--- src/hw/usb_rx_pkg.sv ---
// Shared constants and CRC helpers for the USB receive front end
package usb_rx_pkg;

  // PID codes, lower nibble of the PID byte
  localparam logic [3:0] pid_out   = 4'b0001;
  localparam logic [3:0] pid_in    = 4'b1001;
  localparam logic [3:0] pid_sof   = 4'b0101;
  localparam logic [3:0] pid_setup = 4'b1101;
  localparam logic [3:0] pid_data0 = 4'b0011;
  localparam logic [3:0] pid_data1 = 4'b1011;
  localparam logic [3:0] pid_data2 = 4'b0111;
  localparam logic [3:0] pid_mdata = 4'b1111;
  localparam logic [3:0] pid_ack   = 4'b0010;
  localparam logic [3:0] pid_nak   = 4'b1010;
  localparam logic [3:0] pid_stall = 4'b1110;
  localparam logic [3:0] pid_nyet  = 4'b0110;

  // Packet class, lower two PID bits
  localparam logic [1:0] pid_cls_token = 2'b01;
  localparam logic [1:0] pid_cls_data  = 2'b11;
  localparam logic [1:0] pid_cls_hsk   = 2'b10;

  // Transaction type, upper two PID bits of a token
  localparam logic [1:0] tok_out   = 2'b00;
  localparam logic [1:0] tok_sof   = 2'b01;
  localparam logic [1:0] tok_in    = 2'b10;
  localparam logic [1:0] tok_setup = 2'b11;

  // One-hot decoder states
  localparam logic [6:0] st_idle      = 7'b0000001;
  localparam logic [6:0] st_sof       = 7'b0000010;
  localparam logic [6:0] st_sof_crc   = 7'b0000100;
  localparam logic [6:0] st_token     = 7'b0001000;
  localparam logic [6:0] st_token_crc = 7'b0010000;
  localparam logic [6:0] st_data      = 7'b0100000;
  localparam logic [6:0] st_data_crc  = 7'b1000000;

  // CRC polynomials, seeds and the CRC16 check value
  localparam logic [4:0]  crc5_poly     = 5'h05;
  localparam logic [4:0]  crc5_init     = 5'h1f;
  localparam logic [15:0] crc16_poly    = 16'h8005;
  localparam logic [15:0] crc16_init    = 16'hffff;
  localparam logic [15:0] crc16_residue = 16'h800d;

  // Wishbone word addresses
  localparam logic [1:0] reg_ctrl      = 2'd0;
  localparam logic [1:0] reg_frame     = 2'd1;
  localparam logic [1:0] reg_crc_errs  = 2'd2;
  localparam logic [1:0] reg_sof_count = 2'd3;

  // CRC5 over the 11-bit token field, field bit 0 first on the wire
  // Result is inverted and bit-reversed, as it lands in byte bits 7:3
  function automatic logic [4:0] crc5(input logic [10:0] field);
    logic [4:0] crc;
    logic [4:0] result;
    logic       fb;
    crc = crc5_init;
    for (int i = 0; i < 11; i++) begin
      fb  = crc[4] ^ field[i];
      crc = {crc[3:0], 1'b0};
      if (fb) begin
        crc = crc ^ crc5_poly;
      end
    end
    for (int i = 0; i < 5; i++) begin
      result[i] = ~crc[4-i];
    end
    return result;
  endfunction

  // CRC16 update with one byte, LSB first
  function automatic logic [15:0] crc16(input logic [7:0] data, input logic [15:0] crc_in);
    logic [15:0] crc;
    logic        fb;
    crc = crc_in;
    for (int i = 0; i < 8; i++) begin
      fb  = crc[15] ^ data[i];
      crc = {crc[14:0], 1'b0};
      if (fb) begin
        crc = crc ^ crc16_poly;
      end
    end
    return crc;
  endfunction

endpackage
--- src/hw/usb_rx_top.sv ---
`timescale 1ns/1ns

// USB receive front end
// Decoder, token filter and register block
module usb_rx_top (
  input  logic        clock,
  input  logic        reset,
  // PHY byte stream
  input  logic        ulpi_tvalid_i,
  input  logic        ulpi_tlast_i,
  input  logic [7:0]  ulpi_tdata_i,
  output logic        ulpi_tready_o,
  // Wishbone slave
  input  logic        wb_cyc_i,
  input  logic        wb_stb_i,
  input  logic        wb_we_i,
  input  logic [1:0]  wb_adr_i,
  input  logic [31:0] wb_dat_i,
  output logic [31:0] wb_dat_o,
  output logic        wb_ack_o,
  // Filtered events
  output logic        tok_valid_o,
  output logic [1:0]  tok_type_o,
  output logic [3:0]  tok_endp_o,
  output logic        data_valid_o,
  output logic [1:0]  data_type_o,
  output logic        data_tvalid_o,
  output logic        data_tlast_o,
  output logic [7:0]  data_tdata_o,
  output logic        hsk_valid_o,
  output logic [1:0]  hsk_type_o,
  output logic        crc_err_o
);

  // Decoder to filter
  logic        tok_recv;
  logic [1:0]  tok_type;
  logic [6:0]  tok_addr;
  logic [3:0]  tok_endp;
  logic [10:0] token_field;
  logic        sof_recv;
  logic        out_recv;
  logic [1:0]  out_type;
  logic        out_tvalid;
  logic        out_tlast;
  logic [7:0]  out_tdata;
  logic        hsk_recv;
  logic [1:0]  hsk_type;
  logic        crc_err_pulse;

  // Between filter and registers
  logic [6:0]  dev_addr;
  logic        enable;
  logic [10:0] frame;
  logic        frame_load;
  logic        sof_event;

  usb_packet_decoder u_decoder (
    .clock         (clock),
    .reset         (reset),
    .ulpi_tvalid_i (ulpi_tvalid_i),
    .ulpi_tlast_i  (ulpi_tlast_i),
    .ulpi_tdata_i  (ulpi_tdata_i),
    .ulpi_tready_o (ulpi_tready_o),
    .tok_recv_o    (tok_recv),
    .tok_type_o    (tok_type),
    .tok_addr_o    (tok_addr),
    .tok_endp_o    (tok_endp),
    .token_field_o (token_field),
    .sof_recv_o    (sof_recv),
    .out_recv_o    (out_recv),
    .out_type_o    (out_type),
    .out_tvalid_o  (out_tvalid),
    .out_tlast_o   (out_tlast),
    .out_tdata_o   (out_tdata),
    .hsk_recv_o    (hsk_recv),
    .hsk_type_o    (hsk_type),
    .crc_err_o     (crc_err_pulse)
  );

  usb_token_filter u_filter (
    .clock           (clock),
    .reset           (reset),
    .tok_recv_i      (tok_recv),
    .tok_type_i      (tok_type),
    .tok_addr_i      (tok_addr),
    .tok_endp_i      (tok_endp),
    .token_field_i   (token_field),
    .sof_recv_i      (sof_recv),
    .out_recv_i      (out_recv),
    .out_type_i      (out_type),
    .out_tvalid_i    (out_tvalid),
    .out_tlast_i     (out_tlast),
    .out_tdata_i     (out_tdata),
    .hsk_recv_i      (hsk_recv),
    .hsk_type_i      (hsk_type),
    .crc_err_i       (crc_err_pulse),
    .dev_addr_i      (dev_addr),
    .enable_i        (enable),
    .tok_valid_o     (tok_valid_o),
    .tok_type_o      (tok_type_o),
    .tok_endp_o      (tok_endp_o),
    .data_valid_o    (data_valid_o),
    .data_type_o     (data_type_o),
    .data_tvalid_o   (data_tvalid_o),
    .data_tlast_o    (data_tlast_o),
    .data_tdata_o    (data_tdata_o),
    .hsk_valid_o     (hsk_valid_o),
    .hsk_type_o      (hsk_type_o),
    .frame_o         (frame),
    .frame_load_o    (frame_load),
    .sof_event_o     (sof_event),
    .crc_err_event_o (crc_err_o)
  );

  usb_rx_regs u_regs (
    .clock           (clock),
    .reset           (reset),
    .wb_cyc_i        (wb_cyc_i),
    .wb_stb_i        (wb_stb_i),
    .wb_we_i         (wb_we_i),
    .wb_adr_i        (wb_adr_i),
    .wb_dat_i        (wb_dat_i),
    .wb_dat_o        (wb_dat_o),
    .wb_ack_o        (wb_ack_o),
    .frame_i         (frame),
    .frame_load_i    (frame_load),
    .sof_event_i     (sof_event),
    .crc_err_event_i (crc_err_o),
    .dev_addr_o      (dev_addr),
    .enable_o        (enable)
  );

endmodule

--- src/hw/usb_rx_regs.sv ---
`timescale 1ns/1ns

// Wishbone classic register block
// Control register, last frame number and saturating event counters
module usb_rx_regs
  import usb_rx_pkg::*;
(
  input  logic        clock,
  input  logic        reset,
  // Wishbone slave
  input  logic        wb_cyc_i,
  input  logic        wb_stb_i,
  input  logic        wb_we_i,
  input  logic [1:0]  wb_adr_i,
  input  logic [31:0] wb_dat_i,
  output logic [31:0] wb_dat_o,
  output logic        wb_ack_o,
  // Events from the filter
  input  logic [10:0] frame_i,
  input  logic        frame_load_i,
  input  logic        sof_event_i,
  input  logic        crc_err_event_i,
  // Filter control
  output logic [6:0]  dev_addr_o,
  output logic        enable_o
);

  logic        wb_req;
  logic        wb_wr;
  logic [10:0] frame_q;
  logic [15:0] crc_errs_q;
  logic [15:0] sof_count_q;

  // New request only while no ack is out, so ack is one cycle wide
  assign wb_req = wb_cyc_i && wb_stb_i && !wb_ack_o;
  assign wb_wr  = wb_req && wb_we_i;

  always_ff @(posedge clock) begin
    if (reset) begin
      wb_ack_o <= 1'b0;
    end else begin
      wb_ack_o <= wb_req;
    end
  end

  // Control register, address in 6:0 and enable in 7
  always_ff @(posedge clock) begin
    if (reset) begin
      dev_addr_o <= 7'd0;
      enable_o   <= 1'b0;
    end else if (wb_wr && wb_adr_i == reg_ctrl) begin
      dev_addr_o <= wb_dat_i[6:0];
      enable_o   <= wb_dat_i[7];
    end
  end

  // Frame number, read-only
  always_ff @(posedge clock) begin
    if (reset) begin
      frame_q <= 11'd0;
    end else if (frame_load_i) begin
      frame_q <= frame_i;
    end
  end

  // CRC error counter
  // Any write clears it, and the write wins over a same-cycle event
  always_ff @(posedge clock) begin
    if (reset) begin
      crc_errs_q <= 16'd0;
    end else if (wb_wr && wb_adr_i == reg_crc_errs) begin
      crc_errs_q <= 16'd0;
    end else if (crc_err_event_i && !(&crc_errs_q)) begin
      crc_errs_q <= crc_errs_q + 16'd1;
    end
  end

  // SOF counter, same rules
  always_ff @(posedge clock) begin
    if (reset) begin
      sof_count_q <= 16'd0;
    end else if (wb_wr && wb_adr_i == reg_sof_count) begin
      sof_count_q <= 16'd0;
    end else if (sof_event_i && !(&sof_count_q)) begin
      sof_count_q <= sof_count_q + 16'd1;
    end
  end

  // Read data, registered so it is valid with ack
  always_ff @(posedge clock) begin
    if (wb_req) begin
      case (wb_adr_i)
        reg_ctrl:     wb_dat_o <= {24'd0, enable_o, dev_addr_o};
        reg_frame:    wb_dat_o <= {21'd0, frame_q};
        reg_crc_errs: wb_dat_o <= {16'd0, crc_errs_q};
        default:      wb_dat_o <= {16'd0, sof_count_q};
      endcase
    end
  end

endmodule

--- src/hw/usb_token_filter.sv ---
`timescale 1ns/1ns

// Token filter
// Passes tokens for this device and data only after OUT or SETUP
module usb_token_filter
  import usb_rx_pkg::*;
(
  input  logic        clock,
  input  logic        reset,
  // From the decoder
  input  logic        tok_recv_i,
  input  logic [1:0]  tok_type_i,
  input  logic [6:0]  tok_addr_i,
  input  logic [3:0]  tok_endp_i,
  input  logic [10:0] token_field_i,
  input  logic        sof_recv_i,
  input  logic        out_recv_i,
  input  logic [1:0]  out_type_i,
  input  logic        out_tvalid_i,
  input  logic        out_tlast_i,
  input  logic [7:0]  out_tdata_i,
  input  logic        hsk_recv_i,
  input  logic [1:0]  hsk_type_i,
  input  logic        crc_err_i,
  // From the register block
  input  logic [6:0]  dev_addr_i,
  input  logic        enable_i,
  // Filtered events
  output logic        tok_valid_o,
  output logic [1:0]  tok_type_o,
  output logic [3:0]  tok_endp_o,
  output logic        data_valid_o,
  output logic [1:0]  data_type_o,
  output logic        data_tvalid_o,
  output logic        data_tlast_o,
  output logic [7:0]  data_tdata_o,
  output logic        hsk_valid_o,
  output logic [1:0]  hsk_type_o,
  // To the register block
  output logic [10:0] frame_o,
  output logic        frame_load_o,
  output logic        sof_event_o,
  output logic        crc_err_event_o
);

  logic tok_match;
  // Last accepted token opened a host-to-device data stage
  logic armed;
  logic sof_q;

  assign tok_match = tok_recv_i && enable_i && tok_addr_i == dev_addr_i;

  // Data gate, cleared by any other token or an SOF
  always_ff @(posedge clock) begin
    if (reset) begin
      armed <= 1'b0;
    end else if (tok_match) begin
      armed <= tok_type_i == tok_out || tok_type_i == tok_setup;
    end else if (tok_recv_i || sof_recv_i) begin
      armed <= 1'b0;
    end
  end

  // Strobes, one register stage each
  always_ff @(posedge clock) begin
    if (reset) begin
      tok_valid_o     <= 1'b0;
      data_valid_o    <= 1'b0;
      data_tvalid_o   <= 1'b0;
      data_tlast_o    <= 1'b0;
      hsk_valid_o     <= 1'b0;
      sof_q           <= 1'b0;
      crc_err_event_o <= 1'b0;
    end else begin
      tok_valid_o     <= tok_match;
      data_valid_o    <= out_recv_i && armed;
      data_tvalid_o   <= out_tvalid_i && armed;
      data_tlast_o    <= out_tvalid_i && out_tlast_i && armed;
      hsk_valid_o     <= hsk_recv_i;
      sof_q           <= sof_recv_i;
      crc_err_event_o <= crc_err_i;
    end
  end

  // Field registers follow their strobes
  always_ff @(posedge clock) begin
    if (tok_match) begin
      tok_type_o <= tok_type_i;
      tok_endp_o <= tok_endp_i;
    end
    if (out_recv_i) begin
      data_type_o <= out_type_i;
    end
    if (out_tvalid_i) begin
      data_tdata_o <= out_tdata_i;
    end
    if (hsk_recv_i) begin
      hsk_type_o <= hsk_type_i;
    end
    // SOF token field is the frame number
    if (sof_recv_i) begin
      frame_o <= token_field_i;
    end
  end

  // Every good SOF loads the frame and counts
  assign frame_load_o = sof_q;
  assign sof_event_o  = sof_q;

endmodule

--- src/hw/usb_packet_decoder.sv ---
`timescale 1ns/1ns

// Receive packet decoder
// Checks the PID, sorts packets by class and checks their CRCs
module usb_packet_decoder
  import usb_rx_pkg::*;
(
  input  logic        clock,
  input  logic        reset,
  // Byte stream from the PHY wrapper
  input  logic        ulpi_tvalid_i,
  input  logic        ulpi_tlast_i,
  input  logic [7:0]  ulpi_tdata_i,
  output logic        ulpi_tready_o,
  // Token and SOF
  output logic        tok_recv_o,
  output logic [1:0]  tok_type_o,
  output logic [6:0]  tok_addr_o,
  output logic [3:0]  tok_endp_o,
  output logic [10:0] token_field_o,
  output logic        sof_recv_o,
  // Data packet start and payload
  output logic        out_recv_o,
  output logic [1:0]  out_type_o,
  output logic        out_tvalid_o,
  output logic        out_tlast_o,
  output logic [7:0]  out_tdata_o,
  // Handshake
  output logic        hsk_recv_o,
  output logic [1:0]  hsk_type_o,
  output logic        crc_err_o
);

  logic [3:0]  pid;
  logic        pid_ok;
  logic        pid_take;
  logic [6:0]  state;
  // Bytes seen after the PID, saturates at 3
  logic [1:0]  byte_cnt;
  logic [1:0]  trn_type_q;
  logic [10:0] token_field_q;
  logic [4:0]  token_crc_q;
  logic        crc5_ok;
  // Two-byte delay line for data packets
  logic [7:0]  rx_buf0;
  logic [7:0]  rx_buf1;
  logic [15:0] crc16_q;
  logic [15:0] crc16_w;
  logic        data_crc_ok;
  logic        payload_take;

  // PHY stream cannot be paused
  assign ulpi_tready_o = 1'b1;

  // PID nibble must match the inverted upper nibble
  assign pid      = ulpi_tdata_i[3:0];
  assign pid_ok   = pid == ~ulpi_tdata_i[7:4];
  assign pid_take = state == st_idle && ulpi_tvalid_i && pid_ok;

  // Token, data and handshake types all share the upper PID bits
  assign tok_type_o    = trn_type_q;
  assign out_type_o    = trn_type_q;
  assign hsk_type_o    = trn_type_q;
  assign tok_addr_o    = token_field_q[6:0];
  assign tok_endp_o    = token_field_q[10:7];
  assign token_field_o = token_field_q;

  // Packet class FSM
  always_ff @(posedge clock) begin
    if (reset) begin
      state <= st_idle;
    end else begin
      case (state)
        st_idle: begin
          // A PID with last set is a handshake, nothing more to collect
          if (pid_take && !ulpi_tlast_i) begin
            if (pid == pid_sof) begin
              state <= st_sof;
            end else if (pid[1:0] == pid_cls_token) begin
              state <= st_token;
            end else if (pid[1:0] == pid_cls_data) begin
              state <= st_data;
            end
          end
        end
        st_sof: begin
          if (ulpi_tvalid_i && ulpi_tlast_i) begin
            state <= st_sof_crc;
          end
        end
        st_token: begin
          if (ulpi_tvalid_i && ulpi_tlast_i) begin
            state <= st_token_crc;
          end
        end
        st_data: begin
          if (ulpi_tvalid_i && ulpi_tlast_i) begin
            state <= st_data_crc;
          end
        end
        // CRC states last a single cycle
        default: state <= st_idle;
      endcase
    end
  end

  // Byte position within the packet body
  always_ff @(posedge clock) begin
    if (reset || state == st_idle) begin
      byte_cnt <= 2'd0;
    end else if (ulpi_tvalid_i && byte_cnt != 2'd3) begin
      byte_cnt <= byte_cnt + 2'd1;
    end
  end

  // Transaction type from the accepted PID
  always_ff @(posedge clock) begin
    if (pid_take) begin
      trn_type_q <= pid[3:2];
    end
  end

  // Token field capture
  // Byte 0 is field[7:0], byte 1 holds field[10:8] and the CRC5
  always_ff @(posedge clock) begin
    if ((state == st_token || state == st_sof) && ulpi_tvalid_i) begin
      if (byte_cnt == 2'd0) begin
        token_field_q[7:0] <= ulpi_tdata_i;
      end else if (byte_cnt == 2'd1) begin
        token_field_q[10:8] <= ulpi_tdata_i[2:0];
        token_crc_q         <= ulpi_tdata_i[7:3];
      end
    end
  end

  // Token is exactly two bytes after the PID
  assign crc5_ok = byte_cnt == 2'd2 && crc5(token_field_q) == token_crc_q;

  // Delay line, oldest byte in rx_buf1
  always_ff @(posedge clock) begin
    if (ulpi_tvalid_i) begin
      rx_buf1 <= rx_buf0;
      rx_buf0 <= ulpi_tdata_i;
    end
  end

  // Running CRC16 fed from the delay line
  // The final byte is still in rx_buf0 on the CRC state
  assign crc16_w = crc16(rx_buf0, crc16_q);

  always_ff @(posedge clock) begin
    if (state == st_idle) begin
      crc16_q <= crc16_init;
    end else if (state == st_data && ulpi_tvalid_i && byte_cnt != 2'd0) begin
      crc16_q <= crc16_w;
    end
  end

  // Needs at least the two CRC bytes
  assign data_crc_ok = byte_cnt[1] && crc16_w == crc16_residue;

  // Two bytes already buffered, so rx_buf1 is payload and not CRC
  assign payload_take = state == st_data && ulpi_tvalid_i && byte_cnt[1];

  // Payload stream, tlast when the incoming byte closes the packet
  always_ff @(posedge clock) begin
    if (reset) begin
      out_tvalid_o <= 1'b0;
      out_tlast_o  <= 1'b0;
    end else begin
      out_tvalid_o <= payload_take;
      out_tlast_o  <= payload_take && ulpi_tlast_i;
    end
  end

  always_ff @(posedge clock) begin
    if (payload_take) begin
      out_tdata_o <= rx_buf1;
    end
  end

  // Start-of-packet strobes, one edge after the PID
  always_ff @(posedge clock) begin
    if (reset) begin
      out_recv_o <= 1'b0;
      hsk_recv_o <= 1'b0;
    end else begin
      out_recv_o <= pid_take && !ulpi_tlast_i && pid[1:0] == pid_cls_data;
      hsk_recv_o <= pid_take && pid[1:0] == pid_cls_hsk;
    end
  end

  // End-of-packet strobes, registered from the CRC states
  always_ff @(posedge clock) begin
    if (reset) begin
      tok_recv_o <= 1'b0;
      sof_recv_o <= 1'b0;
      crc_err_o  <= 1'b0;
    end else begin
      tok_recv_o <= state == st_token_crc && crc5_ok;
      sof_recv_o <= state == st_sof_crc && crc5_ok;
      crc_err_o  <= ((state == st_token_crc || state == st_sof_crc) && !crc5_ok) ||
                    (state == st_data_crc && !data_crc_ok);
    end
  end

endmodule

--- config.mk ---
export PLATFORM = sky130hd
export DESIGN_NAME = usb_rx_top
export DESIGN_NICKNAME = d
export VERILOG_FILES = /design/src/hw/usb_rx_pkg.sv /design/src/hw/usb_rx_top.sv /design/src/hw/usb_rx_regs.sv /design/src/hw/usb_token_filter.sv /design/src/hw/usb_packet_decoder.sv
export SDC_FILE = /design/constraint.sdc
export NUM_CORES = 1
export LEC_CHECK = 0
export BUFFER_PORTS_ARGS = -buffer_cell sky130_fd_sc_hd__buf_2
export CORE_MARGIN = 1.5
export CORE_UTILIZATION = 55
export DETAILED_ROUTE_END_ITERATION = 10
export MAX_ROUTING_LAYER = met4
export PLACE_DENSITY = 0.77
export SETUP_SLACK_MARGIN = 0.4
export SYNTH_ARGS = -nofsm -noshare
export SYNTH_HDL_FRONTEND = slang
export SYNTH_SLANG_ARGS = --single-unit
--- constraint.sdc ---
create_clock -name clock -period 4.5 [get_ports clock]
set_input_delay 0.45 -clock clock [delete_from_list [all_inputs] [get_ports clock]]
set_output_delay 0.45 -clock clock [all_outputs]
set_load 0.01 [all_outputs]
==> flow_metrics.tcl <==
set metrics [dict create \
    fp.dieArea_um2 14400 \
    cp-end-kind "register" \
    clk_pin_slew_worst_paths_ns 0.07 \
    die_height_um 120 \
    cts_root_buf "sky130_fd_sc_hd__clkbuf_16" \
    synthDominantAreaCellType "sky130_fd_sc_hd__edfxtp_1" \
    clock_sink_count 179 \
    synth_area_um2 7550 \
    cts_hold_buf 0 \
    detail_route.first_pass.iterations 4 \
    post_synth_fa_ha_maj_area_fraction_pct 0.994 \
    hold_start "wb_dat_i[4]" \
    post_synth_xor_area_fraction_pct 11.2 \
    post_cts.repair.setup_buffers 0 \
    yosys_most_used_dff "sky130_fd_sc_hd__dfxtp_1" \
    proportion_of_synthesized_area_in_mux_cells_pct 6.96 \
    grt_antenna_before_repair 0 \
    routed_wire_length_per_instance_um 17.3 \
    crit_required_ns 4.82 \
    classification_of_the_worst_slack_hold_path "in -> reg" \
    via_count 4819 \
    post-route-min-period_ns 2.48 \
    ys_async_sr_fraction_pct 0 \
    yosysWarnings 0 \
    compound_gate_fraction_of_synth_area_pct 4.75 \
    timing.critical_path.from_type "register" \
    flow.area_growth_from_synthesis_pct 14.1 \
    hold_viol 0 \
    pin_count_of_the_biggest_net_entering_global_routing 40 \
    antennaDiodeCount 0 \
    cts_tree "done" \
    core_um2 13300 \
    globalRoute.totalOverflow 0 \
    dp_hpwl_um 10600 \
    yosys.area_share.simple_pct 14.0 \
    rd_place_congestion 0.894 \
    crit_path_max_fanout 22 \
    wirelength_um 15000 \
    vias_per_cell 5.56 \
    timing_worst_slew_pin_value_ns 0.891 \
    slew_viol_final 0 \
    timing.max_cap.violations 0 \
    synth_top_family_by_area "simple AND/OR/NAND/NOR gates" \
    synth.ff_latch_count 179 \
    antenna_violating_nets_post_route 0 \
    standard_cell_rows 42 \
    io_buffer_count 65 \
    synth_top_area_share_pct 34.6 \
    via_count_of_the_first_global_routing_pass 4745 \
    numCtsBuffers 17 \
    synth_area_per_cell_um2 12.3 \
    n_fill_cell 989 \
    clock_tree.htree_level_count 4 \
    worstPathArrival_ns 2.80 \
    synth_most_common_cell "sky130_fd_sc_hd__dfxtp_1" \
    drc_violation_total_after_the_first_tritonroute_iteration 357 \
    worst_r2r_startpoint "u_decoder.state[0]" \
    route.detailed.drc 0 \
    max_freq_ghz 0.404 \
    unrepaired_setup_endpoints_after_global_routing "no" \
    p_leak_nw 3.31 \
    synth.yosys.seq_area_share_pct 59.0 \
    post_route_cells_drive_above_1_share_pct 18.1 \
    vdd_drop_max_v 0.000265 \
    final.setup_skew_ns 0.00809 \
    postSynthCellCount 612 \
    grt.total_usage_pct 22.6 \
    cells_resized_by_post_cts_repair 0 \
    post_synth_main_area_contributors "sky130_fd_sc_hd__edfxtp_1 35%, sky130_fd_sc_hd__dfxtp_1 24%, sky130_fd_sc_hd__xnor2_1 4.3%, sky130_fd_sc_hd__mux2i_1 4.0%, sky130_fd_sc_hd__nor2_1 3.6%" \
    number_of_enable_type_register_cells_in_the_synthesized_netlist 87 \
    fin_tns_setup_ns 0 \
    clk_path_buf_depth 2 \
    hold-worst-slack_ns 0.256 \
    synthTopCellsByCount "92 x sky130_fd_sc_hd__dfxtp_1, 87 x sky130_fd_sc_hd__edfxtp_1, 73 x sky130_fd_sc_hd__nor2_1, 39 x sky130_fd_sc_hd__nand2_1, 37 x sky130_fd_sc_hd__xnor2_1" \
    max_slew_margin_pct 40.4 \
    final_net_count 733 \
    wire_length_of_the_first_global_routing_pass_um 24100 \
    timing.final.crit_share_pct 55.0 \
    power_per_cell_area_nw_per_um2 409 \
    status "finished, final reports clean" \
    critical_path.startpoint "u_decoder.state[0]" \
    yosys.cell_types.count 64 \
    timing.final.setup_violations 0 \
    initial_core_util_pct 56.6 \
    io_pins 107 \
    die_w_um 120 \
    worstSetupPathType "reg -> reg" \
    clock_latency_ns 0.43 \
]
==> critical path, stage by stage (launching register included) <==
cell                       delay, ns
sky130_fd_sc_hd__dfxtp_1        0.33
sky130_fd_sc_hd__nor4_1         0.51
sky130_fd_sc_hd__nand4b_1       0.81
sky130_fd_sc_hd__nand2_1        0.26
sky130_fd_sc_hd__o311ai_0       0.19
sky130_fd_sc_hd__a41oi_2        0.20
sky130_fd_sc_hd__nand2_1        0.07
==> cell usage in the layout, fill, tap and decap left out, drive strengths merged, types with 5 or more instances in the layout <==
cell	synthesis	final
mux4	8	8
mux2i	30	30
xnor3	5	5
nand4	13	13
o211ai	10	10
nand3	18	18
nor2b	14	14
nand2	39	39
conb	2	17
xnor2	42	42
and3	10	10
ha	6	6
xor2	33	33
nor2	73	73
buf	23	68
and2	9	9
o21ai	5	5
inv	7	11
clkbuf	13	18
dfxtp	92	92
nor3	11	11
edfxtp	87	87
==> flip-flops by register name, indices dropped and copies added (netlist names), 8 cells and up <==
name / count
u_decoder.rx_buf1: 8
u_decoder.token_field_o: 11
u_regs.crc_errs_q: 16
u_decoder.rx_buf0: 8
u_regs.sof_count_q: 16
u_filter.data_tdata_o: 8
u_regs.frame_q: 11
u_decoder.crc16_q: 16
u_filter.frame_o: 11
u_regs.wb_dat_o: 16
u_decoder.out_tdata_o: 8
==> layout make-up <==
| type | instances | area (um2) | share of cell area (%) |
|---|---|---|---|
| Tap cell | 176 | 220 | 2.56 |
| Multi-Input combinational cell | 405 | 2930 | 34.0 |
| Sequential cell | 179 | 4450 | 51.7 |
| Clock inverter | 14 | 200 | 2.32 |
| Timing Repair Buffer | 68 | 348 | 4.04 |
| Clock buffer | 18 | 439 | 5.10 |
| Inverter | 7 | 26.3 | 0.305 |
==> layer usage <==
layer,track usage [%],routed length [um],part of all wire [%],vias up
met4,8.63,386,2.6,0
met1,25.6,5940,39,2324
met3,5.75,929,6.2,31
li1,-,-,-,2287
met2,38.6,7780,52,177
met5,-,0,0,-
==> report_power, final <==
group / total, mW / switching [mW] / internal, mW
Clock: 1.58 / 0.624 / 0.952
Sequential: 1.74 / 0.0156 / 1.72
Combinational: 0.213 / 0.126 / 0.0867
==> final timing paths <==
check | endpoint | slack [ns] | cells after the start
setup / recovery | u_decoder.crc16_q[15] | 2.02 | 6
hold reg to reg | u_decoder.out_tdata_o[4] | 0.42 | 0
setup reg to reg | u_decoder.crc16_q[15] | 2.02 | 6
hold / removal | u_regs.dev_addr_o[4] | 0.26 | 3
==> logic make-up after synthesis <==
logic type / count (synthesis)
other cells: 2
xor+xnor: 80
flops: 179
fa+ha+maj: 6
simple gates: 214
compound gates: 46
mux: 42
buf+inv: 43
==> stage by stage <==
stage	utilization [%]	total power, mW	setup WS (ns)	instance area [um2]	cells
6_report	64.5	3.53	2.02	8620	867
2_1_floorplan	-	1.94	2.21	7610	627
3_5_place_dp	59.8	1.99	1.97	7980	835
3_3_place_gp	59.8	1.98	2.03	7980	835
4_1_cts	64.5	3.55	2.03	8620	867
5_1_grt	64.5	3.63	1.61	8620	867
(Power assumes the default switching activity.)
